`src/hdl/debug_holdoff.sv`:
```
// Post-reset hold-off that keeps the debug halt request away from the core

`timescale 1ns/1ps
`default_nettype none

module debug_holdoff #(
  parameter int unsigned HoldOffCycles = 16
) (
  input  logic clk_i,
  input  logic rst_ni,
  input  logic debug_halt_i,
  output logic debug_req_o
);

  localparam int unsigned CntWidth = $clog2(HoldOffCycles + 1);

  logic [CntWidth-1:0] cnt_q;

  // Count down once per edge until zero, then stay there
  always_ff @(posedge clk_i or negedge rst_ni) begin
    if (!rst_ni) begin
      cnt_q <= CntWidth'(HoldOffCycles);
    end else if (cnt_q != '0) begin
      cnt_q <= cnt_q - 1'b1;
    end
  end

  // Halt passes through once the window has expired
  assign debug_req_o = (cnt_q == '0) && debug_halt_i;

endmodule

`default_nettype wire

```
`config.mk`:
```
export PLATFORM = sky130hd
export DESIGN_NAME = debug_holdoff
export DESIGN_NICKNAME = d
export VERILOG_FILES = /design/src/hdl/debug_holdoff.sv
export SDC_FILE = /design/constraint.sdc
export NUM_CORES = 1
export LEC_CHECK = 0
export BUFFER_PORTS_ARGS = -buffer_cell sky130_fd_sc_hd__buf_4
export CAP_MARGIN = 20
export CORE_AREA = 3 3 40 42
export DETAILED_ROUTE_END_ITERATION = 12
export DIE_AREA = 0 0 43 45
export PLACE_DENSITY_LB_ADDON = 0.25
export SETUP_SLACK_MARGIN = 0.1
export SLEW_MARGIN = 20
export SYNTH_ARGS = -nofsm -noshare
export SYNTH_HDL_FRONTEND = slang
export SYNTH_SLANG_ARGS = --single-unit
```
`constraint.sdc`:
```
create_clock -name clk_i -period 1.5 [get_ports clk_i]
set_input_delay 0.15 -clock clk_i [delete_from_list [all_inputs] [get_ports clk_i]]
set_output_delay 0.15 -clock clk_i [all_outputs]
set_load 0.02 [all_outputs]
```
Yosys cells after proc, flatten, opt, wreduce, memory -nomap -nowiden --
Cells that the tools add are included.
Storage, ports and cells: register bits 5, input bits 3, output and inout bits 1, word-level logic and storage cells 5
Operators by class: add/subtract/negate cells 1, reductions and logical operators 3
Operators with widths (count):
- zero test 5 bit | 1
- nonzero test 5 bit | 1
- subtractor 5 x 1 -> 5 bit (second input constant) | 1
- logical AND 1 bit | 1

Logic depth before layout (Yosys ltp) --
Gate-level depths: netlist of the first run.
depth in word-level cells 2, mapped depth 5, gate-level depth less buffers 5

Least setup slack after synthesis of the first run --
Ideal clock, no wire load.
kind register to output, from register cnt_q[0], to output port debug_req_o, arrival time 1.187 ns, required time 1.350 ns, setup slack 0.163 ns, cell stages (with the launch flop) 6, path through dfrtp_1 -> inv_1 -> ha_1 -> nand2b_1 -> nor3_2 -> and2_1
Between the ends: longest elaborated chain between the ends 2
Ends and longest elaborated chain:
- start: declaration | line 17 | logic [CntWidth-1:0] cnt_q;
- start signal: assignment | line 22 | cnt_q <= CntWidth'(HoldOffCycles);
- start signal: assignment | line 24 | cnt_q <= cnt_q - 1'b1;
- zero test 5 bit | line 29 | assign debug_req_o = (cnt_q == '0) && debug_halt_i;
- logical AND 1 bit | line 29
- end: declaration | line 12 | output logic debug_req_o
Every way passes these cells.

Worst setup path in the final report of the first run --
Ends and elaborated chain as after synthesis.

==> metrics.md, run 1 <==
| Metric | Value |
|---|---|
| Reg power frac | `43.9%` |
| Root buffer cell | `clkbuf_4` |
| Max reg flops | `5` |
| Post-synth ARST share | `100.0%` |
| Vias per std cell | `4.148` |
| Status | `finished clean` |
| IO buf count | `3` |
| CP Max Fanout | `2` |
| Post-synth top area share | `37.91%` |
| Yosys warns | `0` |
| Element type at the critical path end | `primary output` |
| Combinational share of power | `5.2%` |
| Clk pwr share | `50.9%` |
| Die width | `43 um` |
| Nets | `45` |
| Top cells by area, synth | `dfrtp_1 (38%), dfstp_2 (10%), ha_1 (9.5%)` |
| Internal Power | `245.5 uW` |
| N_diodes | `0` |
| First-pass GRT wire length | `979 um` |
| Avg Cell Area, Syn | `11.00 um2` |
| Post-synth cell types | `15` |
| Most used DFF post-synth | `dfrtp_1` |
| Largest net degree at the start of global routing | `6` |
| Mapped cell area | `264.0 um2` |
| GRT overflow | `0` |
| Core area | `1285 um2` |
| Post-Place Setup Slack | `0.1232 ns` |
| Post-synth top cells | `dfrtp_1 (4), inv_1 (4), ha_1 (2), nor3_2 (2), o21ai_0 (2)` |
| #FFs+latches synth | `5` |
| Post-synth EDFFs | `0` |
| First-pass DRT Iterations | `1` |
| Cell Rows | `13` |
| # setup viols final | `0` |
| Drc violations | `0` |
| Final GP Congestion | `0.7241` |
| Clk buf depth | `2` |
| Min-Delay Path Class | `primary input to asynchronous set/reset pin` |
| Initial antenna violation count | `0` |
| Syn Inst Count | `24` |
| Net Count, Synth | `29` |
| Crit path arrival time | `1.33 ns` |
| Synth-to-Final Area Change | `66.35%` |
| Power per cell area | `702.5 nW/um2` |
| MaxCap Viol Count | `0` |
| Vias in the first global route | `230` |
| Wire per inst | `11.98 um` |
| H-Tree Level Count | `1` |
| Fin. max-slew vios | `0` |
| Share of layout cells above drive strength 1 | `58.97%` |
| Reg clk slew, reported paths | `0.05 ns` |
| Slew headroom | `85.75%` |
| Initial DRC Count | `0` |
| Crit Path Class | `register to primary output` |
| Final design utilization | `34.18%` |
| WP data required | `1.35 ns` |
| Switch Pwr | `63.05 uW` |
| Reg with most FFs | `cnt_q` |
| Num ports | `4` |
| Vias | `224` |
| Fillers | `138` |
| Switching portion of total power | `20.44%` |
| Unrepaired setup endpoints after global routing | `yes` |
| P_leak | `0.0002076 uW` |
| Routed wire length | `647 um` |
| Worst Skew | `0.005421 ns` |
| Fmax | `676.1 MHz` |
| Critical Path Source Type | `register` |
| Tmin final | `1.479 ns` |
| Register area share after synthesis | `47.87%` |
| Die Ht | `45 um` |
| Die area | `1935 um2` |
| Post-route clock period utilization | `98.60%` |
| Cts bufs inserted | `3` |
| Setup ws final | `0.02093 ns` |
| Clock Latency Late Sink | `0.24 ns` |
| Hold violation count in the final report | `0` |
| VDD IR max | `320.2 uV` |
| Routed Antenna Nets | `0` |
| Leading area contributor after synthesis | `dfrtp_1` |
| Initial core utilization | `20.55%` |
| Clock sink total | `5` |
| GRT Total Usage | `7.795%` |
| Slew at the pin closest to its max-slew limit | `0.2122 ns` |
| CTS tree | `done` |
| Largest regs | `cnt_q (5)` |
## per-stage QoR
step           hold WS, ns  instances  total power (uW)  setup TNS [ns]  instance area, um2
4_1_cts             0.2422         54             313.6        -0.02186               436.7
5_1_grt             0.2397         54             325.9        -0.04491               439.2
3_3_place_gp      -0.04428         43             148.7               0               312.8
3_5_place_dp      -0.03978         43             149.2               0               312.8
6_report            0.2434         54             308.5               0               439.2
2_1_floorplan      -0.1456         24             140.2               0               264.0
## worst max-delay path, cell delays in order, from the launching register on
cell,delay [ns]
dfrtp_1,0.39
inv_2,0.08
ha_4,0.15
nand2b_4,0.06
nor3_4,0.13
and2_4,0.16
buf_6,0.11
## layout by cell type (no fill, tap or decap), types with 2 or more instances in the layout
cell      Yosys  routed
buf_4         0       9
inv_1         4       2
inv_2         0       2
clkbuf_4      0       3
o21ai_0       2       2
dfrtp_1       4       4
ha_4          0       2
## cell families (layout without fill, tap and decap cells)
kind of cell	after synthesis	in the layout	synth area share [%]
buf+inv	4	19	5.686
fa+ha+maj	2	2	9.477
xor+xnor	1	1	3.318
mux	1	1	3.792
compound gates	4	4	9.481
simple gates	7	7	20.38
flops	5	5	47.87
## layout make-up
type | count | area, um2 | share of cell area [%]
Inverter | 4 | 15.01 | 3.419
Multi-Input combinational cell | 15 | 163.9 | 37.32
Sequential cell | 5 | 126.4 | 28.77
Timing Repair Buffer | 11 | 88.84 | 20.23
Tap cell | 15 | 18.77 | 4.274
Clock buffer | 4 | 26.28 | 5.983
## per-layer routing
metal / routed length (um) / part of all wire [%] / global-route usage (%) / vias up
li1: - / - / - / 113
met1: 218 / 34 / 6.880 / 105
met2: 379 / 59 / 13.17 / 4
met3: 35 / 5.4 / 4.781 / 2
met4: 14 / 2.2 / 5.422 / 0
met5: 0 / 0 / 0 / -
## final timing paths
path / slack, ns / startpoint / depth (start not counted) / to
min: 0.24 / rst_ni / 2 / cnt_q[3]$_DFFE_PN0P_
max: 0.02 / cnt_q[0]$_DFFE_PN0P_ / 6 / debug_req_o
max reg2reg: 0.14 / cnt_q[0]$_DFFE_PN0P_ / 6 / cnt_q[4]$_DFFE_PN1P_
min in group clk_i: 0.53 / cnt_q[4]$_DFFE_PN1P_ / 1 / cnt_q[4]$_DFFE_PN1P_
min reg2reg: 0.53 / cnt_q[4]$_DFFE_PN1P_ / 1 / cnt_q[4]$_DFFE_PN1P_
max in group asynchronous: 1.06 / rst_ni / 2 / cnt_q[4]$_DFFE_PN1P_
## power by group through the flow
stage                     registers (uW)  logic [uW]  clock network [uW]
final                                135        16.0                 157
after global placement               137        11.3                   0
after global routing                 135        17.1                 174
after CTS                            135        15.1                 163
after floorplan                      137        2.84                   0
after detailed placement             137        11.8                   0
## timing repair
| item | CTS | global route |
|---|---|---|
| resized for setup | 9 | 1 |
| setup buffers | 6 | 1 |
| endpoints found under the setup margin | 2 | 3 |
| endpoints found under the hold margin | 5 | 0 |
| pin swaps | 4 | 4 |
| hold buffers | 1 | 0 |
Note: power is estimated with default switching activity, not from simulation.
==> run 2: changes to the inputs <==
RECOVER_POWER = 50   (was not set)
==> metrics.md, run 2 (same netlist as run 1, synthesis figures left out) <==
| Metric | Value |
|---|---|
| Synth-to-Final Area Change | `64.93%` |
| Num ports | `4 (unchanged)` |
| Element type at the critical path end | `primary output` |
| GRT Total Usage | `7.795% (unchanged)` |
| Slowest stage delay, CP | `0.39 ns (about the same)` |
| Slew headroom | `79.35% (-6.4 points)` |
| Largest net degree at the start of global routing | `6 (unchanged)` |
| Fmax | `676.1 MHz (unchanged)` |
| Power per cell area | `705.7 nW/um2 (+0.45%)` |
| CTS tree | `done` |
| Initial DRC Count | `0 (unchanged)` |
| Clk buf depth | `2 (unchanged)` |
| IO buf count | `3 (unchanged)` |
| Most frequent cells in the layout | `buf_4 (8), dfrtp_1 (4), clkbuf_4 (3)` |
| First-pass DRT Iterations | `1 (unchanged)` |
| Fin. max-slew vios | `0 (unchanged)` |
| Crit Path Class | `register to primary output` |
| # setup viols final | `0 (unchanged)` |
| Hold violation count in the final report | `0 (unchanged)` |
| H-Tree Level Count | `1 (unchanged)` |
| Nets | `45 (unchanged)` |
| Worst Skew | `0.005421 ns (unchanged)` |
| Drc violations | `0 (unchanged)` |
| Crit-path cells | `inv_2, ha_4, nand2b_4, nor3_4, and2_4, buf_6` |
| Vias | `224 (unchanged)` |
| WP data required | `1.35 ns (about the same)` |
| Routed Antenna Nets | `0 (unchanged)` |
| Design area | `435.4 um2 (-0.85%)` |
| Die Ht | `45 um (unchanged)` |
| GRT overflow | `0 (unchanged)` |
| Die area | `1935 um2 (unchanged)` |
| Initial antenna violation count | `0 (unchanged)` |
| Final GP Congestion | `0.7241 (unchanged)` |
| Reg2reg path depth | `6 (unchanged)` |
| Post-route clock period utilization | `98.60% (unchanged)` |
| First-pass GRT wire length | `979 um (unchanged)` |
| P_leak | `0.0002040 uW (-1.7%)` |
| Initial core utilization | `20.55% (unchanged)` |
| Met3 wire len | `35 um (unchanged)` |
| Crit path arrival time | `1.33 ns (about the same)` |
| M1 WL | `215 um (-1.4%)` |
| Core area | `1285 um2 (unchanged)` |
| Largest regs | `cnt_q (5)` |
| Placed cell areas | `312.8 um2 (unchanged)` |
| Reg clk slew, reported paths | `0.05 ns (about the same)` |
| Vias per std cell | `4.148 (unchanged)` |
| Slowest cell on the critical path | `dfrtp_1` |
| Met2 Routed Length | `379 um (unchanged)` |
| MaxCap Viol Count | `0 (unchanged)` |
| Share of layout cells above drive strength 1 | `56.41% (-2.6 points)` |
| Clock Latency Late Sink | `0.24 ns (about the same)` |
| Clock sink total | `5 (unchanged)` |
| Wire per inst | `11.93 um (-0.46%)` |
| Final hold slack | `0.2996 ns (+0.05619 ns)` |
| Unrepaired setup endpoints after global routing | `yes` |
| Commonest non-fill, non-tap cell in the layout | `buf_4` |
| Routed wire length | `644 um (-0.46%)` |
| Die width | `43 um (unchanged)` |
| Slew at the pin closest to its max-slew limit | `0.3098 ns (+0.09766 ns)` |
| VDD IR max | `320.2 uV (about the same)` |
| Cts bufs inserted | `3 (unchanged)` |
| CP Max Fanout | `2 (unchanged)` |
| Min-Delay Path Class | `primary input to asynchronous set/reset pin` |
| N_diodes | `0 (unchanged)` |
| Status | `finished clean` |
| Tmin final | `1.479 ns (unchanged)` |
| Root buffer cell | `clkbuf_4` |
| Top sig layer | `met4` |
| Critical Path Source Type | `register` |
| Vias in the first global route | `230 (unchanged)` |
| Max reg flops | `5 (unchanged)` |
| Cell Rows | `13 (unchanged)` |
| Reg with most FFs | `cnt_q` |
## run 2: changes by cell type in the layout (fill, tap and decap cells not counted), sizes merged
cell    before  now
buf         10    9
clkbuf       4    5
## run 2: final timing paths
| path | start | to | slack (ns) |
|---|---|---|---|
| hold reg to reg | cnt_q[4]$_DFFE_PN1P_ | cnt_q[4]$_DFFE_PN1P_ | 0.53 |
| hold / removal | rst_ni | cnt_q[3]$_DFFE_PN0P_ | 0.30 |
| max in group asynchronous | rst_ni | cnt_q[4]$_DFFE_PN1P_ | 0.92 |
| setup reg to reg | cnt_q[0]$_DFFE_PN0P_ | cnt_q[4]$_DFFE_PN1P_ | 0.14 |
| setup / recovery | cnt_q[0]$_DFFE_PN0P_ | debug_req_o | 0.02 |
| min in group clk_i | cnt_q[4]$_DFFE_PN1P_ | cnt_q[4]$_DFFE_PN1P_ | 0.53 |
## run 2: final cells by class
| cell class | count | area, um2 |
|---|---|---|
| tap | 15 | 18.77 |
| clock buffer | 4 | 26.28 |
| inverter | 4 | 15.01 |
| multi-input combinational | 15 | 163.9 |
| timing repair buffer | 11 | 85.08 |
| fill | 138 | 849.6 |
| sequential | 5 | 126.4 |
## run 2: critical path: cells and delay by family, from the launching register on
family                     cells  cell delay, ns
adders and majority gates      1            0.15
and+or+nand+nor                3            0.35
buffers and inverters          2            0.19
DFF                            1            0.39
## run 2: repair_timing
action,CTS,global route
setup endpoints to repair,2,3
pin swaps,4,4
setup buffers,6,1
hold buffers,1,0
resized for setup,9,1
hold endpoints to repair,5,0
## run 2: metrics by stage
step	power (uW)	worst slack (ns)	TNS, ns	util, %	cells
global route	324.7	-0.04491	-0.04491	33.89	54
detailed placement	149.2	0.1232	0	24.34	43
floorplan	140.2	0.1627	0	-	24
global placement	148.7	0.1569	0	24.34	43
finish	307.3	0.02093	0	33.89	54
CTS	313.6	-0.02186	-0.02186	33.98	54
## run 2: metal layers
metal | global-route usage [%] | vias up
li1 | - | 113
met1 | 6.880 | 105
met2 | 13.17 | 4
met3 | 4.781 | 2
met4 | 5.422 | 0
met5 | 0 | -
## run 2: power by group
group | switching [uW] | total (uW) | internal [uW]
Combinational | 6.57 | 14.7 | 8.13
Sequential | 0 | 135 | 135
Clock | 56.4 | 157 | 101
