$ cat src/hdl/soc_cfg_pkg.sv
// SoC configuration constants for the test harness
// Address map region codes, bus widths, ROM pattern and CLINT offsets

`default_nettype none

package soc_cfg_pkg;

  // ----------------------------------------------------------
  // Bus widths
  // ----------------------------------------------------------
  localparam int unsigned DataWidth = 32;
  localparam int unsigned ByteLanes = DataWidth / 8;
  localparam int unsigned AddrWidth = 32;

  // ----------------------------------------------------------
  // Address map
  // ----------------------------------------------------------
  // Region code lives in the top four address bits
  localparam logic [3:0] RegionRom   = 4'h0;
  localparam logic [3:0] RegionClint = 4'h2;
  localparam logic [3:0] RegionSram  = 4'h8;

  // Boot ROM pattern
  localparam int unsigned RomWords = 16;
  localparam logic [15:0] RomTag   = 16'hB007;

  // CLINT register byte offsets
  localparam int unsigned ClintMsipOff = 0;
  localparam int unsigned ClintCmpOff  = 4;
  localparam int unsigned ClintTimeOff = 8;

endpackage

`default_nettype wire
$ cat src/hdl/bus_pkg.sv
// Shared bus types for masters, fabric and targets
// Address union, request and response structs, target select enum
// Byte-enable merge helper used by the writable targets

`default_nettype none

package bus_pkg;
  import soc_cfg_pkg::*;

  localparam int unsigned RegionWidth  = 4;
  localparam int unsigned ByteOffWidth = 2;
  localparam int unsigned WordIdxWidth = AddrWidth - RegionWidth - ByteOffWidth;

  // Address split as the fabric and targets see it
  typedef struct packed {
    logic [RegionWidth-1:0]  region;
    logic [WordIdxWidth-1:0] word_idx;
    logic [ByteOffWidth-1:0] byte_off;
  } bus_addr_fields_t;

  typedef union packed {
    logic [AddrWidth-1:0] raw;
    bus_addr_fields_t     f;
  } bus_addr_u;

  typedef struct packed {
    logic                 we;
    bus_addr_u            addr;
    logic [ByteLanes-1:0] be;
    logic [DataWidth-1:0] wdata;
  } bus_req_t;

  typedef struct packed {
    logic [DataWidth-1:0] rdata;
    logic                 err;
  } bus_rsp_t;

  typedef enum logic [1:0] {
    TargetRom,
    TargetClint,
    TargetSram,
    TargetNone
  } target_e;

  // Replace the enabled byte lanes of old_data with new_data
  function automatic logic [DataWidth-1:0] apply_be(
    logic [DataWidth-1:0] old_data,
    logic [DataWidth-1:0] new_data,
    logic [ByteLanes-1:0] be
  );
    logic [DataWidth-1:0] merged;
    merged = old_data;
    for (int b = 0; b < ByteLanes; b++) begin
      if (be[b]) begin
        merged[8*b +: 8] = new_data[8*b +: 8];
      end
    end
    return merged;
  endfunction

endpackage

`default_nettype wire

$ cat src/hdl/boot_rom.sv
// Boot ROM target returning a fixed tagged index pattern

`timescale 1ns/1ps
`default_nettype none

module boot_rom
  import soc_cfg_pkg::*;
  import bus_pkg::*;
(
  input  logic     clk_i,
  input  logic     rst_ni,
  input  logic     sel_i,
  input  bus_req_t req_i,
  output bus_rsp_t rsp_o
);

  localparam int unsigned IdxWidth = $clog2(RomWords);
  localparam int unsigned LowWidth = DataWidth - 16;

  logic [IdxWidth-1:0] rom_idx;
  bus_rsp_t            rsp_q;

  // Index wraps on the low word index bits
  assign rom_idx = req_i.addr.f.word_idx[IdxWidth-1:0];

  always_ff @(posedge clk_i or negedge rst_ni) begin
    if (!rst_ni) begin
      rsp_q <= '0;
    end else if (sel_i) begin
      if (req_i.we) begin
        rsp_q.rdata <= '0;
        rsp_q.err   <= 1'b1;
      end else begin
        rsp_q.rdata <= {RomTag, LowWidth'(rom_idx)};
        rsp_q.err   <= 1'b0;
      end
    end
  end

  assign rsp_o = rsp_q;

endmodule

`default_nettype wire

$ cat config.mk
export PLATFORM = sky130hd
export DESIGN_NAME = boot_rom
export DESIGN_NICKNAME = d
export VERILOG_FILES = /design/src/hdl/soc_cfg_pkg.sv /design/src/hdl/bus_pkg.sv /design/src/hdl/boot_rom.sv
export SDC_FILE = /design/constraint.sdc
export NUM_CORES = 1
export LEC_CHECK = 0
export BUFFER_PORTS_ARGS = -buffer_cell sky130_fd_sc_hd__buf_2
export CORE_MARGIN = 8
export CORE_UTILIZATION = 22
export DETAILED_ROUTE_END_ITERATION = 16
export PLACE_DENSITY = 0.78
export SYNTH_ARGS = -nofsm -noshare
export SYNTH_HDL_FRONTEND = slang
export SYNTH_SLANG_ARGS = --single-unit
$ cat constraint.sdc
create_clock -name clk_i -period 1.2 [get_ports clk_i]
set_clock_uncertainty 0.2 [all_clocks]
set_input_delay 0.24 -clock clk_i [delete_from_list [all_inputs] [get_ports clk_i]]
set_output_delay 0.24 -clock clk_i [all_outputs]
set_load 0.1 [all_outputs]
# Word level (Yosys, flattened, before mapping)
# Cells that the tools add are included.
# totals
ff_bits	33
latchBits	0
mem_bits_rw	0
mem_bits_ro	0
input_bits	72
out_inout_bits	33
elab_cells	3
memories	0
# op_classes
n_addsub	0
n_mul	0
div	0
n_lt_le_gt_ge	0
eq_ne	0
shift	0
n_mux	1
n_bitwise	0
reduce_logical	0
# op_table
operator	count
$mux 33	1

# Longest topological paths before layout
# Gate-level depths: netlist of run 1.
# logic_depth
depth_word	1
mapped_depth	3

# Worst setup path before layout of run 1
# Ideal clock, no wire load.
# synth_timing
kind	register to output
from	register, netlist name rsp_o[30]
to	output rsp_o[18] (netlist bit)
t_arrival_ns	1.406
required_time_ns	0.760
setup_slack_ns	-0.646
path_stages_with_launch	2
n_path_buf	1
cell_sequence	dfrtp_1 > buf_4
# synth_lines
element	line_no	rtl
to (decl)	boot_rom.sv:14	output bus_rsp_t rsp_o

==> summary.md, run 1 <==
| Metric | Value |
|---|---|
| Cell Area, Synth | about 460 sq um |
| Synth area leader | buf_4 |
| TritonCTS Sinks | 6 |
| H-tree Lvls | 1 |
| Post-synth EDFFs | 0 |
| Final instance area | 675.6 sq um |
| DR iter-0 viols | 6 |
| GR Util met3 | ~5.6% |
| Largest cells by area after synthesis | buf_4 (44%), dfrtp_1 (33%), nand3b_1 (6.5%) |
| Gate Count Post-Synth | 50 |
| Most frequent cells after synthesis | buf_4 (27), dfrtp_1 (6), inv_1 (5), nand3b_1 (4), o21ai_0 (4) |
| Hold Vio Cnt, Final | 0 |
| Class of the most critical hold timing path | in2reg |
| XOR/XNOR Fraction of Synth Area | 0% |
| PwrDens | between 1500 and 2000 nW/um^2 |
| Port bufs | 18 |
| Synthesized area per cell | 9.234 sq um |
| Main combinational cell family by area after synthesis | buffers and inverters |
| Cell Chain, Critical Path | buf_12 |
| Slowest stage delay, CP | 0.56 ns |
| Clk_lat worst skew | 0.24 ns |
| Yosys Warn Count | 0 |
| Final nets | between 100 and 150 |
| Final setup fails | 11 |
| Detailed-placement wirelength estimate | slightly above 900 um |
| DIE WIDTH | about 62 um |
| Final Max Tran Viols | 0 |
| DRT Wirelength | 1063 um |
| TritonCTS buffer count | 3 |
| DRC | 0 |
| Adder-Cell Fraction of Synth Area | 0% |
| Initial Util | 23.53% |
| Met2 Track Usage GR | slightly above 7% |
| CP arrival | approximately 1.0 ns |
| Buffers and inverters on the worst path | 1 |
| Most Crowded Layer GR | met2 |
| Most common flop cell mapped by yosys | dfrtp_1 |
| Failing checks | setup timing |
| Post-synthesis mux area share | around 5.4% |
| Die area | between 3000 and 4000 sq um |
| Die Span Y | ~60 um |
| RSZ-0062 raised after global routing | true |
| Initial antenna violation count | 0 |
| Synthesis-stage register bit count | 6 |
| Gr ovfl total | 0 |
| WP data required | between 0.7 and 0.8 ns |
| Final worst path period share | 120.5% |
| Worst-path fanout max | 7 |
| Area grow syn2layout | 46.34% |
| CTS tree | built |
| Layout cell share with drive strength beyond 1 | 44.78% |
| Placed Cells | 88 |
| Crit-path slowest cell | dfrtp_4 |
| Post-layout min period | between 1 and 1.5 ns |
| Worst VDD drop | between 0.0007 and 0.0008 V |
| Vias in the first global route | 384 |
| Area after DPL | 628.1 sq um |
| Global-route wire length before repair | 1580 um |
| Crit start category | register |
| Final Wtd Congestion | 0.6773 |
| Total Routing Usage GR | 5.956% |
| Count leader, synth | buf_4 |
| Clock slew at reported path FFs | roughly 0.040 ns |
| Max Clk Rate | slightly below 0.7 GHz |
| Final WS setup | -0.2463 ns |
| Vias per cell | 3.298 |
| Compound-cell area share of the yosys netlist | 4.336% |
| Max FFs per register | 6 |
| Share of the synthesized area in the top cell type | 43.90% |
| Largest net degree at the start of global routing | 11 |
| Vias | just over 300 |
| Root buffer cell | clkbuf_4 |
| Ports | approximately 110 |
| DRT antenna net count | 0 |
| CP endpoint kind | primary output |
| Rows | 16 |
| Post-synthesis async set-or-reset flop share | 100.0% |
| Seq/Total Area, Yosys | around 33% |
| Max_cap viols | 0 |
| Core Area | between 1500 and 2000 sq um |
| Clock buffer depth | 2 |
| Drt pass-1 iters | 4 |
| Post-Synth Simple-Gate Area | 6.504% |
| LEAKAGE | roughly 0.00034 uW |
| GR Util met1 | slightly above 7% |
| Status | finished with violations |
| Fin cells | 94 |
| Routed len/inst | 11.31 um |
| Synth cell types | 9 |
| Top delay family on crit path | flip-flops |
| Kind of critical path | reg2out |
| # diodes | 0 |
cells in the final DEF, fill, tap and decap left out:
cell           netlist  layout
buf_4               27       2
buf_12               0      11
dfrtp_4              0       2
conb_1               1      22
dlygate4sd3_1        0       1
dfrtp_2              0       4
clkbuf_4             0       3
o21ai_0              4       4
inv_1                5       5
buf_2                0       7
mux2i_1              1       1
mux2_4               1       1
nand3b_1             4       4
path summary, 6_finish.rpt:
path                            slack (ns)  depth (start not counted)      start         to
worst max-delay path                 -0.25                          1  rsp_o[30]  rsp_o[18]
worst min-delay path                  0.03                          3  req_i[41]   rsp_o[4]
worst max register to register        0.13                          1   rsp_o[0]   rsp_o[0]
worst min register to register        0.38                          2   rsp_o[2]   rsp_o[2]
max in group asynchronous             0.48                          2     rst_ni   rsp_o[0]
min in group asynchronous             0.15                          2     rst_ni  rsp_o[30]
where the power goes:
group | switching (uW) | total [uW] | internal, uW
Combinational | 599 | 760 | 161
Sequential | 32.6 | 260 | 227
Clock | 72.2 | 185 | 113
Total | 704 | 1210 | 501
routing by layer:
layer,part of all wire [%],wire length (um)
met3,15,164
met2,37,391
met4,0,0
met5,0,0
met1,48,507
area by class of cell:
type / instances / area, sq um
tap: 27 / 33.78
timing repair buffer: 21 / 280.3
fill: 211 / 1286
inverter: 5 / 18.77
clock buffer: 3 / 22.52
sequential: 6 / 162.7
multi-input combinational: 32 / 157.7
through the flow:
step	TNS, ns	total power, uW	hold slack, ns	worst slack [ns]	utilization (%)
detailed placement	0	1014	-0.1208	0.007687	32.02
global placement	0	1007	-0.1326	0.01431	32.02
global route	-2.265	1262	0.04013	-0.2776	34.44
finish	-1.900	1206	0.03271	-0.2463	34.44
floorplan	-0.7967	946.0	-0.2556	-0.1947	-
CTS	-2.071	1212	0.02348	-0.2621	33.67
repair_timing:
item,CTS,global route
resized for setup,0,0
hold buffers,1,0
setup buffers,0,2
endpoints found under the hold margin,6,0
setup endpoints to repair,11,11
cell families after synthesis:
logic type / count (synthesis)
buf+inv: 33
flops: 6
compound gates: 4
simple gates: 4
mux: 2
other cells: 1
No activity file was read; power rests on OpenSTA's default activity.
==> run 2: changes to the inputs <==
- BUFFER_PORTS_ARGS: -buffer_cell sky130_fd_sc_hd__buf_2 -> -buffer_cell sky130_fd_sc_hd__buf_4
- SKIP_LAST_GASP: default -> 1
==> run 2 against run 1 <==
Largest cell class unchanged. Critical path type unchanged. The flow still finishes with violations (setup timing). Clock power about the same. Highest routed layer unchanged. Count of clock-buffer cells in the layout unchanged. Final area decreased by 7.4%.
==> summary.md, run 2 (synthesis gave the netlist of run 1 again) <==
| Metric | Value |
|---|---|
| Initial antenna violation count | 0 |
| Final WS setup | -0.2065 ns |
| Final nets | about 140 |
| Status | finished with violations |
| Class of the most critical hold timing path | in2reg |
| Final worst path period share | 117.2% |
| Layout cell share with drive strength beyond 1 | ~43% |
| GR Util met3 | 5.761% |
| Final core utilization | 31.89% |
| Total Power | 1157 uW |
| Crit-path slowest cell | dfrtp_4 |
| Global-route wire length before repair | 1545 um |
| PwrDens | between 1500 and 2000 nW/um^2 |
| DRC | 0 |
| Worst-path fanout max | 7 |
| Commonest non-fill, non-tap cell in the layout | conb_1 |
| DR iter-0 viols | 6 |
| DIE WIDTH | 61.81 um |
| RSZ-0062 raised after global routing | true |
| Crit start category | register |
| Gr ovfl total | 0 |
| Final instance area | roughly 630 sq um |
| Buffers and inverters on the worst path | 1 |
| Post-CTS setup buffer count | 0 |
| Max_cap viols | 0 |
| Rows | 16 |
| Ports | 105 |
| LEAKAGE | about 0.00031 uW |
| Placed Cells | 88 |
| Slowest stage delay, CP | 0.52 ns |
| Vias in the first global route | 388 |
| Worst VDD drop | ~0.00066 V |
| Die area | 3820 sq um |
| Max Clk Rate | between 0.7 and 0.8 GHz |
| CP endpoint kind | primary output |
| Cell Chain, Critical Path | buf_6 |
| H-tree Lvls | 1 |
| Met2 Track Usage GR | a little under 8% |
| Vias per cell | between 3 and 4 |
| Kind of critical path | reg2out |
| DRT Wirelength | approximately 1100 um |
| DRT antenna net count | 0 |
| Setup_tns | -1.662 ns |
| Post-layout min period | about 1.4 ns |
| Detailed-placement wirelength estimate | about 850 um |
| TritonCTS buffer count | 3 |
| Clock slew at reported path FFs | roughly 0.040 ns |
| Failing checks | setup timing |
| Drt pass-1 iters | 2 |
| Commonest cells after routing, fill and taps aside | conb_1 (22), buf_4 (7), buf_6 (6) |
| Final Max Tran Viols | 0 |
| Final Wtd Congestion | between 0.6 and 0.7 |
| Root buffer cell | clkbuf_4 |
| TritonCTS Sinks | 6 |
| Clock buffer depth | 2 |
| Clk_lat worst skew | between 0.2 and 0.25 ns |
| Top delay family on crit path | flip-flops |
| WP data required | 0.76 ns |
| Vias | a little over 300 |
| Routed len/inst | ~12 um |
| GR Util met1 | 6.824% |
| Core Area | 1962 sq um |
| Largest net degree at the start of global routing | 11 |
| Area grow syn2layout | 35.50% |
| Hold Vio Cnt, Final | 0 |
| Port bufs | 18 |
| CTS tree | built |
| Max FFs per register | 6 |
| Initial Util | a little under a quarter |
| Final setup fails | 11 |
| CP arrival | a little under 1 ns |
| Die Span Y | approximately 62 um |
| Fin cells | 92 |
| Total Routing Usage GR | 5.912% |
| # diodes | 0 |
| Area after DPL | 508.0 sq um |
| Most Crowded Layer GR | met2 |
-- run 2: layout make-up --
type	count	area [sq um]
clock buffers	3	22.52
fillers	219	1336
inverters	5	18.77
multi-input cells	32	157.7
flip-flops and latches	6	162.7
well taps	27	33.78
repair buffers	19	230.2
-- run 2: final timing paths --
kind                           start   endpoint  slack [ns]  depth (start not counted)
setup / recovery           rsp_o[30]  rsp_o[29]       -0.21                          1
hold / removal             req_i[68]  rsp_o[30]        0.02                          2
min in group asynchronous     rst_ni   rsp_o[0]        0.16                          2
max in group asynchronous     rst_ni  rsp_o[30]        0.51                          2
hold reg to reg             rsp_o[4]   rsp_o[4]        0.37                          2
setup reg to reg            rsp_o[0]   rsp_o[0]        0.13                          1
-- run 2: timing repair --
item,in CTS,in global routing
endpoints found under the hold margin,6,0
setup endpoints to repair,11,11
resized for setup,17,4
hold buffers,1,0
-- run 2: power breakdown --
part,internal (uW),leakage [uW],switching (uW)
logic,124,0.000232,598
registers,227,0.0000680,25.9
clock network,113,0.0000138,69.7
-- run 2: metal layers --
metal	wire length [um]	vias to the layer above
met3	151	0
met5	0	-
met1	514	136
met2	408	38
li1	-	135
met4	0	0
-- run 2: stage by stage --
step	hold WS, ns	worst slack (ns)
floorplan	-0.2556	-0.1947
global placement	-0.1498	0.03404
detailed placement	-0.1473	0.02605
CTS	0.01256	-0.2163
global route	0.01540	-0.2420
finish	0.02090	-0.2065
==> run 3: changes to the inputs <==
- TNS_END_PERCENT: default -> 10
==> run 3 against run 2 <==
Critical path type unchanged. Routed wire length is 8.6% lower. Clock power is 10% higher. Setup slack worse by 0.0049 ns. Flip-flop and latch count stayed put. Sequential share of layout area is 1.9 points higher. Hold slack worse by 0.012 ns. Combinational power is 5.3% lower. Register-to-register slack better by 0.09 ns. The run still ends with setup timing left. Highest routed layer is now met4.
==> summary.md, run 3 (synthesis gave the netlist of run 1 again) <==
| Metric | Value |
|---|---|
| Status | finished with violations |
| Failing checks | setup timing |
| DRC | 0 |
| Crit start category | register |
| DRT Wirelength | about 1000 um |
| Clock slew at reported path FFs | ~0.050 ns |
| Initial Util | between 20% and 30% |
| Area grow syn2layout | 21.41% |
| Final nets | around 140 |
| CP arrival | ~0.97 ns |
| Max Clk Rate | just over 0.7 GHz |
| Final Hold Slack | about 0.0090 ns |
| Port bufs | 18 |
| Class of the most critical hold timing path | in2reg |
| LEAKAGE | ~0.00030 uW |
| Final Max Tran Viols | 0 |
| Hold Vio Cnt, Final | 0 |
| Global-route wire length before repair | roughly 1200 um |
| WP data required | 0.76 ns |
| Die area | 3820 sq um |
| Ports | ~110 |
| Vias | approximately 300 |
| Area after DPL | between 500 and 600 sq um |
| Root buffer cell | clkbuf_4 |
| Gr ovfl total | 0 |
| Vias in the first global route | between 300 and 400 |
| Largest net degree at the start of global routing | 11 |
| Final setup fails | 11 |
| Clock buffer depth | 2 |
| Routed len/inst | about 11 um |
| Detailed-placement wirelength estimate | about 830 um |
| Final core utilization | 28.57% |
| Max_cap viols | 0 |
| Drt pass-1 iters | 2 |
| Die Span Y | just over 60 um |
| Clk_lat worst skew | around 0.24 ns |
| Worst VDD drop | roughly 0.00052 V |
| Worst slack at placement | 0.02629 ns |
| # diodes | 0 |
| Buffers and inverters on the worst path | 1 |
| DR iter-0 viols | 9 |
| Slowest stage delay, CP | about 0.52 ns |
| Placed Cells | ~90 |
| Core Area | 1962 sq um |
| Final WS setup | -0.2114 ns |
| DRT antenna net count | 0 |
| DIE WIDTH | about 62 um |
| Commonest cells after routing, fill and taps aside | conb_1 (22), buf_4 (12), buf_6 (6) |
| CP endpoint kind | primary output |
| H-tree Lvls | 1 |
| Layout cell share with drive strength beyond 1 | between 30% and 40% |
| Final instance area | 560.5 sq um |
| Post-layout min period | roughly 1.4 ns |
| Top delay family on crit path | flip-flops |
| Worst-path fanout max | 7 |
| Kind of critical path | reg2out |
| TritonCTS Sinks | 6 |
| Crit-path slowest cell | dfrtp_4 |
| Fin cells | 93 |
| RSZ-0062 raised after global routing | true |
| Vias per cell | about 3.2 |
| Commonest non-fill, non-tap cell in the layout | conb_1 |
| Initial antenna violation count | 0 |
| CTS tree | built |
| PwrDens | roughly 2000 nW/um^2 |
| Fillers | around 220 |
| TritonCTS buffer count | 3 |
| Cell Chain, Critical Path | buf_6 |
| Rows | 16 |
| Final Wtd Congestion | between 0.6 and 0.7 |
| Total Routing Usage GR | a little under 5% |
| Max FFs per register | 6 |
| Final worst path period share | 117.6% |
-- run 3: layout make-up --
type / count / area [sq um] / area share [%]
Clock buffer: 4 / 26.28 / 4.687
Inverter: 5 / 18.77 / 3.348
Multi-Input combinational cell: 32 / 157.7 / 28.12
Sequential cell: 6 / 156.4 / 27.90
Tap cell: 27 / 33.78 / 6.027
Timing Repair Buffer: 19 / 167.7 / 29.91
-- run 3: power breakdown --
part / internal [uW] / switching, uW
clock: 126 / 75.7
sequential: 224 / 16.8
combinational: 87.4 / 596
-- run 3: layer usage --
metal	GRT usage (%)	routed length, um	vias to the layer above
li1	-	-	135
met1	4.583	405	127
met2	6.942	406	31
met3	1.440	142	2
met4	7.792	27	0
met5	0	0	-
-- run 3: path summary, 6_finish.rpt --
path,depth (start not counted),to,slack [ns],start
min reg2reg,2,rsp_o[2],0.32,rsp_o[2]
min in group asynchronous,2,rsp_o[30],0.14,rst_ni
min,2,rsp_o[30],0.009,req_i[68]
max reg2reg,1,rsp_o[0],0.22,rsp_o[0]
max in group asynchronous,2,rsp_o[30],0.54,rst_ni
max,1,rsp_o[32],-0.21,rsp_o[30]
-- run 3: repair_timing --
action,CTS,global route
setup buffers,0,0
endpoints found under the hold margin,6,0
gates resized for setup,6,0
endpoints found under the setup margin,11,11
pin swaps,0,0
hold buffers,1,0
-- run 3: stage by stage --
step | TNS [ns] | power [uW]
6_report | -1.848 | 1126
5_1_grt | -2.135 | 1156
4_1_cts | -1.980 | 1133
3_5_place_dp | 0 | 906.6
3_3_place_gp | 0 | 902.9
2_1_floorplan | -1.832 | 916.6
