$ cat config.mk
export PLATFORM = sky130hd
export DESIGN_NAME = bus_fabric
export DESIGN_NICKNAME = d
export VERILOG_FILES = /design/src/hdl/soc_cfg_pkg.sv /design/src/hdl/bus_pkg.sv /design/src/hdl/bus_fabric.sv
export SDC_FILE = /design/constraint.sdc
export NUM_CORES = 1
export LEC_CHECK = 0
export BUFFER_PORTS_ARGS = -buffer_cell sky130_fd_sc_hd__buf_2
export CAP_MARGIN = 20
export CORE_AREA = 2 2 146 148
export CTS_BUF_LIST = sky130_fd_sc_hd__clkbuf_2
export DETAILED_ROUTE_END_ITERATION = 10
export DIE_AREA = 0 0 148 150
export PLACE_DENSITY = 0.55
export SLEW_MARGIN = 20
export SYNTH_ARGS = -nofsm -noshare
export SYNTH_HDL_FRONTEND = slang
export SYNTH_SLANG_ARGS = --single-unit
export TNS_END_PERCENT = 10
$ cat constraint.sdc
create_clock -name clk_i -period 1.55 [get_ports clk_i]
set_input_delay 0.31 -clock clk_i [delete_from_list [all_inputs] [get_ports clk_i]]
set_output_delay 0.31 -clock clk_i [all_outputs]
set_load 0.02 [all_outputs]
$ cat src/hdl/soc_cfg_pkg.sv
// SoC configuration constants for the test harness
// Address map region codes, bus widths, ROM pattern and CLINT offsets

`default_nettype none

package soc_cfg_pkg;

  // ----------------------------------------------------------
  // Bus widths
  // ----------------------------------------------------------
  localparam int unsigned DataWidth = 32;
  localparam int unsigned ByteLanes = DataWidth / 8;
  localparam int unsigned AddrWidth = 32;

  // ----------------------------------------------------------
  // Address map
  // ----------------------------------------------------------
  // Region code lives in the top four address bits
  localparam logic [3:0] RegionRom   = 4'h0;
  localparam logic [3:0] RegionClint = 4'h2;
  localparam logic [3:0] RegionSram  = 4'h8;

  // Boot ROM pattern
  localparam int unsigned RomWords = 16;
  localparam logic [15:0] RomTag   = 16'hB007;

  // CLINT register byte offsets
  localparam int unsigned ClintMsipOff = 0;
  localparam int unsigned ClintCmpOff  = 4;
  localparam int unsigned ClintTimeOff = 8;

endpackage

`default_nettype wire
$ cat src/hdl/bus_pkg.sv
// Shared bus types for masters, fabric and targets
// Address union, request and response structs, target select enum
// Byte-enable merge helper used by the writable targets

`default_nettype none

package bus_pkg;
  import soc_cfg_pkg::*;

  localparam int unsigned RegionWidth  = 4;
  localparam int unsigned ByteOffWidth = 2;
  localparam int unsigned WordIdxWidth = AddrWidth - RegionWidth - ByteOffWidth;

  // Address split as the fabric and targets see it
  typedef struct packed {
    logic [RegionWidth-1:0]  region;
    logic [WordIdxWidth-1:0] word_idx;
    logic [ByteOffWidth-1:0] byte_off;
  } bus_addr_fields_t;

  typedef union packed {
    logic [AddrWidth-1:0] raw;
    bus_addr_fields_t     f;
  } bus_addr_u;

  typedef struct packed {
    logic                 we;
    bus_addr_u            addr;
    logic [ByteLanes-1:0] be;
    logic [DataWidth-1:0] wdata;
  } bus_req_t;

  typedef struct packed {
    logic [DataWidth-1:0] rdata;
    logic                 err;
  } bus_rsp_t;

  typedef enum logic [1:0] {
    TargetRom,
    TargetClint,
    TargetSram,
    TargetNone
  } target_e;

  // Replace the enabled byte lanes of old_data with new_data
  function automatic logic [DataWidth-1:0] apply_be(
    logic [DataWidth-1:0] old_data,
    logic [DataWidth-1:0] new_data,
    logic [ByteLanes-1:0] be
  );
    logic [DataWidth-1:0] merged;
    merged = old_data;
    for (int b = 0; b < ByteLanes; b++) begin
      if (be[b]) begin
        merged[8*b +: 8] = new_data[8*b +: 8];
      end
    end
    return merged;
  endfunction

endpackage

`default_nettype wire

$ cat src/hdl/bus_fabric.sv
// Two-master bus fabric with fixed debug priority
// Host hold register, region decoder, error responder, response router

`timescale 1ns/1ps
`default_nettype none

module bus_fabric
  import soc_cfg_pkg::*;
  import bus_pkg::*;
(
  input  logic     clk_i,
  input  logic     rst_ni,
  input  logic     host_req_valid_i,
  input  bus_req_t host_req_i,
  output logic     host_rsp_valid_o,
  output bus_rsp_t host_rsp_o,
  input  logic     dbg_req_valid_i,
  input  bus_req_t dbg_req_i,
  output logic     dbg_rsp_valid_o,
  output bus_rsp_t dbg_rsp_o,
  output bus_req_t slv_req_o,
  output logic     rom_sel_o,
  output logic     clint_sel_o,
  output logic     sram_sel_o,
  input  bus_rsp_t rom_rsp_i,
  input  bus_rsp_t clint_rsp_i,
  input  bus_rsp_t sram_rsp_i
);

  logic     hold_valid_q;
  logic     hold_valid_d;
  bus_req_t hold_req_q;
  logic     issue_valid;
  logic     issue_dbg;
  bus_req_t issue_req;
  target_e  issue_tgt;
  logic     rsp_valid_q;
  logic     rsp_dbg_q;
  target_e  rsp_tgt_q;
  bus_rsp_t routed_rsp;

  function automatic target_e decode_region(logic [RegionWidth-1:0] region);
    case (region)
      RegionRom:   return TargetRom;
      RegionClint: return TargetClint;
      RegionSram:  return TargetSram;
      default:     return TargetNone;
    endcase
  endfunction

  // ----------------------------------------------------------
  // Arbitration
  // ----------------------------------------------------------
  // Debug first, then a held host request, then a fresh host strobe
  always_comb begin
    issue_valid = 1'b1;
    issue_dbg   = 1'b0;
    issue_req   = host_req_i;
    if (dbg_req_valid_i) begin
      issue_dbg = 1'b1;
      issue_req = dbg_req_i;
    end else if (hold_valid_q) begin
      issue_req = hold_req_q;
    end else begin
      issue_valid = host_req_valid_i;
    end
  end

  // Losing host request is captured, or kept if debug wins again
  assign hold_valid_d = dbg_req_valid_i & (host_req_valid_i | hold_valid_q);

  always_ff @(posedge clk_i) begin
    if (dbg_req_valid_i && host_req_valid_i) begin
      hold_req_q <= host_req_i;
    end
  end

  // ----------------------------------------------------------
  // Decode and target select
  // ----------------------------------------------------------
  assign issue_tgt   = decode_region(issue_req.addr.f.region);
  assign slv_req_o   = issue_req;
  assign rom_sel_o   = issue_valid && (issue_tgt == TargetRom);
  assign clint_sel_o = issue_valid && (issue_tgt == TargetClint);
  assign sram_sel_o  = issue_valid && (issue_tgt == TargetSram);

  // Owner and target tag of the request in flight
  always_ff @(posedge clk_i or negedge rst_ni) begin
    if (!rst_ni) begin
      hold_valid_q <= 1'b0;
      rsp_valid_q  <= 1'b0;
      rsp_dbg_q    <= 1'b0;
      rsp_tgt_q    <= TargetNone;
    end else begin
      hold_valid_q <= hold_valid_d;
      rsp_valid_q  <= issue_valid;
      rsp_dbg_q    <= issue_dbg;
      rsp_tgt_q    <= issue_tgt;
    end
  end

  // ----------------------------------------------------------
  // Response routing
  // ----------------------------------------------------------
  always_comb begin
    case (rsp_tgt_q)
      TargetRom:   routed_rsp = rom_rsp_i;
      TargetClint: routed_rsp = clint_rsp_i;
      TargetSram:  routed_rsp = sram_rsp_i;
      default: begin
        // Unmapped region
        routed_rsp.rdata = '0;
        routed_rsp.err   = 1'b1;
      end
    endcase
  end

  assign host_rsp_valid_o = rsp_valid_q & ~rsp_dbg_q;
  assign dbg_rsp_valid_o  = rsp_valid_q & rsp_dbg_q;
  assign host_rsp_o       = routed_rsp;
  assign dbg_rsp_o        = routed_rsp;

endmodule

`default_nettype wire

======== Word level (Yosys, flattened, before mapping) ========
Cells that the tools add are included.
storage, ports and cells
  flip-flop bits (word level) ............. 74
  bits of input ports ..................... 241
  word-level logic and storage cells ...... 33
cells by class
  equality and inequality tests ........... 6
  muxes and demuxes ....................... 7
  bitwise logic cells ..................... 5
  reductions and logical operators ........ 7
operators with widths
  kind                number
  $mux 69             2
  $pmux 33 s3         1
  $pmux 2 s3          1
  $eq 2x1->1 const B  2
  $eq 2x2->1 const B  2
  $eq 4x2->1 const B  1
  $eq 4x4->1 const B  1
  $logic_and 1x1->1   4
  $logic_not 2->1     2
  $logic_not 4->1     1
  $and 1x1->1         3
  $mux 1              3
  $not 1->1           1
  $or 1x1->1          1

======== Logic depth before layout (Yosys ltp) ========
Gate-level depths: netlist of the first run.
  word-level depth ........................ 6
  depth in mapped cells ................... 7

======== Worst setup path before layout of the first run ========
Ideal clock, no wire load.
  kind .................................... input to register
  start ................................... input dbg_req_valid_i
  end ..................................... register hold_req_q[0] (netlist bit), enable pin
  library setup time ...................... 0.434 ns
  data arrival time ....................... 2.506 ns
  required time ........................... 1.116 ns
  slack ................................... -1.390 ns
  stages on the path ...................... 5
  cells stage by stage .................... buf_6 -> buf_6 -> buf_2 -> buf_2 -> and2_1
between the ends
  cells in the longest elaborated chain, start to end .. 1
RTL lines
  element                 line              source
  start: declaration      bus_fabric.sv:17  input logic dbg_req_valid_i,
  $logic_and 1x1->1       bus_fabric.sv:73  if (dbg_req_valid_i && host_req_valid_i) begin
  end signal: assignment  bus_fabric.sv:74  hold_req_q <= host_req_i;
  end: declaration        bus_fabric.sv:32  bus_req_t hold_req_q;
Every way passes these cells.
A chain may end at the register's enable or synchronous reset.

==> results of run 1 <==
-- flip-flops by register name (all words and copies together) (netlist names) --
name,flops
rsp_tgt_q,2
hold_valid_q,1
hold_req_q,69
rsp_dbg_q,1
rsp_valid_q,1
-- cells by family after synthesis --
logic type      count (synthesis)  synth area share (%)
compound gates                107                  11.7
buf+inv                        69                  9.45
flops                          74                  47.0
mux                           100                  21.4
simple gates                  117                  10.4
-- tightest hold or removal path, cell delays in order --
cell and delay [ns]:
buf_2 0.09, buf_4 0.12, or3_1 0.09
-- layer usage --
layer	part of all wire (%)	vias up	GRT usage [%]
met4	1.3	0	4.48
met2	55	223	30.4
met5	0	-	0
met3	6.8	16	3.26
li1	-	2550	-
met1	37	2370	16.8
-- timing repair --
| action | 4_1_cts | 5_1_grt |
|---|---|---|
| cloned | 0 | 0 |
| endpoints found under the hold margin | 73 | 0 |
| hold buffers | 69 | 0 |
| setup endpoints to repair | 140 | 142 |
| pin swaps | 4 | 4 |
| buffers inserted | 3 | 7 |
| resized for setup | 57 | 95 |
-- final cells by class --
class	count	area, µm²
fill	2109	12200
timing repair buffer	508	3480
clock inverter	6	113
multi-input combinational	324	2330
antenna	1	2.50
tap	275	344
sequential	74	2200
clock buffer	9	45.0
inverter	1	3.75
-- how the worst min path moves through the flow --
stage / slack (ns) / startpoint / endpoint
final: 0.11 / host_req_valid_i / rsp_valid_q$_DFF_PN0_
after global placement: 0.16 / rst_ni / rsp_dbg_q$_DFF_PN0_
after global routing: 0.03 / host_req_valid_i / rsp_valid_q$_DFF_PN0_
after detailed placement: 0.16 / rst_ni / rsp_dbg_q$_DFF_PN0_
after CTS: 0.02 / host_req_valid_i / rsp_valid_q$_DFF_PN0_
after floorplan: 0.01 / rst_ni / hold_valid_q$_DFF_PN0_
-- stage by stage --
| stage | area (µm²) | instances | total power, W | setup slack [ns] |
|---|---|---|---|---|
| floorplan | 4900 | 467 | 0.00370 | -0.176 |
| global placement | 7180 | 1103 | 0.00451 | -0.256 |
| detailed placement | 7180 | 1103 | 0.00453 | -0.291 |
| CTS | 8220 | 1190 | 0.00624 | -0.831 |
| global route | 8520 | 1198 | 0.00664 | -0.898 |
| finish | 8520 | 1198 | 0.00631 | -0.730 |
-- where the power goes --
part	switching (W)	internal [W]
Combinational	0.00128	0.00120
Clock	0.000752	0.000695
Sequential	0.0000482	0.00233
-- cells in the final DEF, fill, tap and decap left out, types with 3 or more instances in the layout --
cell type      count
o21ai_2           31
buf_12            14
mux2i_2           12
clkbuf_2           9
dlygate4sd3_1     69
o21ai_1           56
bufinv_16          3
buf_4            112
or3_1              3
buf_6             16
o21ai_0           12
edfxtp_1          69
mux2i_1           87
nand2_1          101
buf_2            297
nor2b_1            3
==> results by group, run 1 <==
CTS
  • Clock transition at path regs: 0.21 ns
  • TritonCTS clock tree: yes
  • CTS buffer count: 9
  • Deepest clock path buffer count: 2
  • Clk Latency, worst-skew pair: 0.54 ns
  • Count of clock tree sinks: between 70 and 80
  • Root buffer cell: clkbuf_2
  • H-tree Lvls: 3

Synthesis
  • Post-synth top cells: nand2_1, mux2i_1, o21ai_0, edfxtp_1, buf_4
  • Async SR Flop Fraction: between 6 and 7%
  • Yosys cell types: 25
  • Synthesized flop and latch total: 74
  • YS warnings: 0
  • Netlist Area Pre-Place: 4680 µm²
  • Top cell type's share of synthesized area: between 40 and 50%
  • Syn Inst Count: ~470
  • Ys flop type: edfxtp_1
  • Number of synthesized flops with an enable pin: 69
  • Syn nets: ~710
  • Leading area contributor after synthesis: edfxtp_1
  • Syn_area_per_cell: 10.0 µm²
  • Synth top area cells: edfxtp_1, mux2i_1, o21ai_0
  • Count leader, synth: nand2_1
  • Sequential fraction of the synthesis area: a little under half

Place
  • Placer Congestion: 0.838
  • Port Buf Inserts: 380
  • DP HPWL: ~15000 µm

Layout
  • Synth-to-layout area growth: 82.1%
  • Final core occ: 41.2%
  • Layout cells sized above 1: 55.7%
  • Final nets: ~1200

Status
  • Status: finished with violations
  • Failing checks: negative setup slack

Min path
  • Worst min-delay path class: in2reg
  • WHS Path Cells: 3

Pwr
  • Worst VDD drop: around 0.00038 V
  • PwrDens: 741 nW/µm²
  • Leak: 4.07 nW

Setup path
  • Most common cell on crit path: buf_4
  • Worst r2r src: hold_valid_q$_DFF_PN0_
  • CP arrival: between 1.5 and 2 ns
  • Worst setup EP type: primary output
  • Crit path kind: reg2out
  • CP max stage delay: around 0.57 ns
  • Family with the most delay on the worst path: buffers and inverters
  • Worst R2R End: rsp_tgt_q[1]$_DFF_PN1_
  • Critical Path Start Type: flop
  • R2r setup slk: roughly 0.06 ns
  • Critical Path, Cell by Cell: buf_6, buf_12, buf_4, mux2i_1, o21ai_1, buf_4
  • Worst path required time: ~1.2 ns
  • Crit path depth: 6
  • Critical Path Source: hold_valid_q$_DFF_PN0_
  • CP max FO: 13
  • Critical-path top delay cell: dfrtp_4
  • Worst R2R Path Depth: 4
  • Buffers plus inverters on the worst setup path: 4
  • Critical path destination: slv_req_o[36]

STA
  • Worst Tran Pin Value: approximately 0.32 ns
  • Worst Hold Slack: between 0.1 and 0.15 ns
  • Setup WS post-layout: -0.730 ns
  • Slew headroom: between 70% and 80%
  • Final Slew Violations: 0
  • Final setup viols: about 140
  • Final Hold Fails: 0
  • RSZ-0062 raised after global routing: yes
  • Skew final: approximately 0.044 ns
  • Tmin final: about 2.3 ns
  • Post-route setup TNS: -86.44 ns
  • Tcrit/Tclk final: 147%
  • Fmax achieved: 439 MHz

Floorplan
  • Die X-Extent: approximately 150 µm
  • Die area: ~22000 µm²
  • Starting Density: between 20% and 30%
  • Core area: approximately 21000 µm²
  • I/O pin count: between 300 and 400
  • Chip Height: approximately 150 µm
  • Row count: 53

Routing
  • DRT iter0 DRCs: roughly 120
  • Via count: between 5000 and 6000
  • # DRC: 0
  • Final ANT Viol Nets: 0
  • First-pass detailed-route iteration total: 4
  • DR WL/cell: around 15 µm
  • Routed WL: approximately 18000 µm
  • DR vias/cell: between 4 and 5

Global routing
  • Global router's overall resource usage: 15.6%
  • First-pass GRT wire length: 26700 µm
  • GRT Residual Overflow: 0
  • Largest net degree at the start of global routing: 29
  • Initial antenna violation count: 1
  • Number of global-route vias before repair: 5058

Run
  • # Max-Cap Violations: 0
(Power assumes the default switching activity.)
==> run 2: changes to the inputs <==
--- a/config.mk
+++ b/config.mk
@@ -11,7 +11,7 @@
 export CTS_BUF_LIST = sky130_fd_sc_hd__clkbuf_2
 export DETAILED_ROUTE_END_ITERATION = 10
 export DIE_AREA = 0 0 148 150
-export PLACE_DENSITY = 0.55
+export PLACE_DENSITY = 0.57
 export SLEW_MARGIN = 20
 export SYNTH_ARGS = -nofsm -noshare
 export SYNTH_HDL_FRONTEND = slang
==> run 2 against run 1 <==
The flow still finishes with violations (negative setup slack). Final cell count decreased by 0.92%. Sequential power is essentially flat. Register-to-register slack worse by 0.06 ns. Critical path depth down 1. Combinational power is essentially flat. Die area is the same. Highest routed layer unchanged. Clock skew decreased by 0.043 ns. Critical path type unchanged.
==> results by group, run 2 (same netlist as run 1, synthesis figures left out) <==
Status
  • Status: finished with violations (unchanged)
  • Failing checks: negative setup slack (unchanged)

Setup path
  • Critical Path, Cell by Cell: buf_6, mux2i_4, o21ai_4, nor4b_4, buf_4 (was buf_6, buf_12, buf_4, mux2i_1, o21ai_1, buf_4)
  • Family with the most delay on the worst path: flip-flops (was buffers and inverters)
  • Critical Path Start Type: flop (unchanged)
  • Worst setup EP type: primary output (unchanged)
  • Critical-path top delay cell: dfrtp_4 (unchanged)
  • Buffers plus inverters on the worst setup path: 2 (was 4)
  • Crit path depth: 5 (was 6)
  • CP max FO: 7 (was 13)
  • Worst R2R End: rsp_tgt_q[0]$_DFF_PN1_ (was rsp_tgt_q[1]$_DFF_PN1_)
  • Worst path required time: 1.24 ns (about the same)
  • R2r setup slk: 0 ns (was 0.06 ns)
  • Crit path kind: reg2out (unchanged)
  • Worst R2R Path Depth: 4 (unchanged)
  • Critical Path Source: hold_valid_q$_DFF_PN0_ (unchanged)
  • CP max stage delay: 0.61 ns (was 0.57 ns)
  • Critical path destination: clint_sel_o (was slv_req_o[36])
  • Worst r2r src: hold_valid_q$_DFF_PN0_ (unchanged)
  • CP arrival: 2.01 ns (was 1.97 ns)

Pwr
  • Worst VDD drop: 0.000355 V (was 0.000377 V)
  • Leak: 4.07 nW (about the same)
  • PwrDens: 714 nW/µm² (was 741 nW/µm²)

STA
  • Skew final: 0.00158 ns (was 0.0444 ns)
  • Final Hold Fails: 0 (unchanged)
  • Tmin final: 2.32 ns (was 2.28 ns)
  • Post-route setup TNS: -92.72 ns (was -86.44 ns)
  • Worst Tran Pin Value: 0.411 ns (was 0.319 ns)
  • Slew headroom: 72.6% (was 78.7%)
  • Final Slew Violations: 0 (unchanged)
  • Setup WS post-layout: -0.771 ns (was -0.730 ns)
  • RSZ-0062 raised after global routing: yes (unchanged)
  • Worst Hold Slack: 0.133 ns (was 0.106 ns)
  • Tcrit/Tclk final: 150% (was 147%)
  • Final setup viols: 139 (was 138)
  • Fmax achieved: 431 MHz (was 439 MHz)

Floorplan
  • Core area: 20700 µm² (unchanged)
  • Starting Density: 22.6% (unchanged)
  • Die X-Extent: 148 µm (unchanged)
  • Row count: 53 (unchanged)
  • Die area: 22200 µm² (unchanged)
  • Chip Height: 150 µm (unchanged)
  • I/O pin count: 381 (unchanged)

Layout
  • Layout cells sized above 1: 55.3% (was 55.7%)
  • Final nets: 1145 (was 1159)
  • Synth-to-layout area growth: 81.8% (was 82.1%)
  • Fin cells: 1187 (was 1198)
  • Top reg by flops: hold_req_q (unchanged)
  • Most frequent cells in the layout: buf_2, mux2i_1, nand2_1 (was buf_2, buf_4, nand2_1)
  • Leading cell type in the layout, fill and taps excluded: buf_2 (unchanged)
  • Max FFs per register: 69 (unchanged)
  • Top Registers: hold_req_q (69), rsp_tgt_q (2) (unchanged)

Routing
  • Via count: 5171 (was 5159)
  • DRT iter0 DRCs: 127 (was 122)
  • Final ANT Viol Nets: 0 (unchanged)
  • First-pass detailed-route iteration total: 4 (unchanged)
  • # DRC: 0 (unchanged)
  • DR vias/cell: 4.36 (was 4.31)
  • DR WL/cell: 15.4 µm (about the same)
  • Routed WL: 18300 µm (was 18500 µm)

CTS
  • Count of clock tree sinks: 74 (unchanged)
  • Root buffer cell: clkbuf_2 (unchanged)
  • Clk Latency, worst-skew pair: 0.53 ns (was 0.54 ns)
  • Clock transition at path regs: 0.23 ns (was 0.21 ns)
  • CTS buffer count: 9 (unchanged)
  • TritonCTS clock tree: yes (unchanged)
  • Deepest clock path buffer count: 2 (unchanged)
  • H-tree Lvls: 3 (unchanged)

Global routing
  • First-pass GRT wire length: 26200 µm (was 26700 µm)
  • GRT Residual Overflow: 0 (unchanged)
  • Largest net degree at the start of global routing: 43 (was 29)
  • Number of global-route vias before repair: 4925 (was 5058)
  • Initial antenna violation count: 3 (was 1)
  • Global router's overall resource usage: 15.5% (was 15.6%)

Place
  • Port Buf Inserts: 380 (unchanged)
  • DP HPWL: 14100 µm (was 14500 µm)
  • Placed cell count: 1086 (was 1103)
  • Placer Congestion: 0.820 (was 0.838)
  • Place WS: -0.261 ns (was -0.291 ns)

Min path
  • Worst min-delay path class: in2reg (unchanged)

Run
  • # Max-Cap Violations: 0 (unchanged)
-- run 2: cell types whose count changed in the layout (fill, tap and decap cells not counted), moves of 9 or more --
| cell | delta |
|---|---|
| buf_2 | +12 |
| buf_4 | -50 |
| buf_6 | +19 |
| nand2_1 | -9 |
| o21ai_0 | -10 |
-- run 2: worst reg2reg max path: cells and delay by family (launching register included) --
| family | cells | cell delay, ns |
|---|---|---|
| buffers and inverters | 1 | 0.17 |
| multiplexers | 1 | 0.21 |
| flip-flops | 1 | 0.61 |
| AO/OA/AOI/OAI | 1 | 0.16 |
| AND/OR/NAND/NOR | 1 | 0.37 |
-- run 2: per-stage QoR --
stage | util, % | instance area (µm²) | total power [W]
2_1_floorplan | - | 4900 | 0.00370
3_3_place_gp | 33.9 | 7010 | 0.00445
3_5_place_dp | 33.9 | 7010 | 0.00446
4_1_cts | 39.6 | 8200 | 0.00601
5_1_grt | 41.1 | 8500 | 0.00642
6_report | 41.1 | 8500 | 0.00607
-- run 2: final cells by class --
type,instances,area [µm²]
clock inverter,7,83.8
fill,2076,12200
inverter,1,3.75
multi-input combinational,324,2360
antenna,3,7.51
sequential,74,2200
timing repair buffer,494,3450
tap,275,344
clock buffer,9,45.0
-- run 2: metal layers --
| metal | global-route usage, % | up-vias | part of all wire, % |
|---|---|---|---|
| met5 | 0 | - | 0 |
| met4 | 4.71 | 0 | 1.6 |
| met3 | 4.18 | 14 | 7.5 |
| met2 | 29.2 | 253 | 54 |
| met1 | 16.9 | 2375 | 37 |
| li1 | - | 2529 | - |
-- run 2: worst min path at each step --
stage	from	endpoint	slack, ns	cells after the start
finish	host_req_valid_i	rsp_valid_q$_DFF_PN0_	0.13	3
CTS	host_req_valid_i	rsp_valid_q$_DFF_PN0_	0.04	3
global route	host_req_valid_i	rsp_valid_q$_DFF_PN0_	0.04	3
detailed placement	rst_ni	hold_valid_q$_DFF_PN0_	0.15	1
global placement	rst_ni	hold_valid_q$_DFF_PN0_	0.15	1
floorplan	rst_ni	hold_valid_q$_DFF_PN0_	0.01	0
-- run 2: timing repair --
| action | in CTS | in global routing |
|---|---|---|
| pin swaps | 4 | 3 |
| setup endpoints to repair | 141 | 142 |
| buffers inserted | 4 | 5 |
| hold endpoints to repair | 75 | 0 |
| hold buffers | 73 | 0 |
| gates resized for setup | 106 | 81 |
| gates cloned | 1 | 1 |
-- run 2: power by group --
group          leakage [nW]  switching [W]  internal, W  total, W
combinational          3.30        0.00129      0.00120   0.00249
clock                0.0750       0.000792     0.000401   0.00119
sequential            0.701      0.0000534      0.00233   0.00239
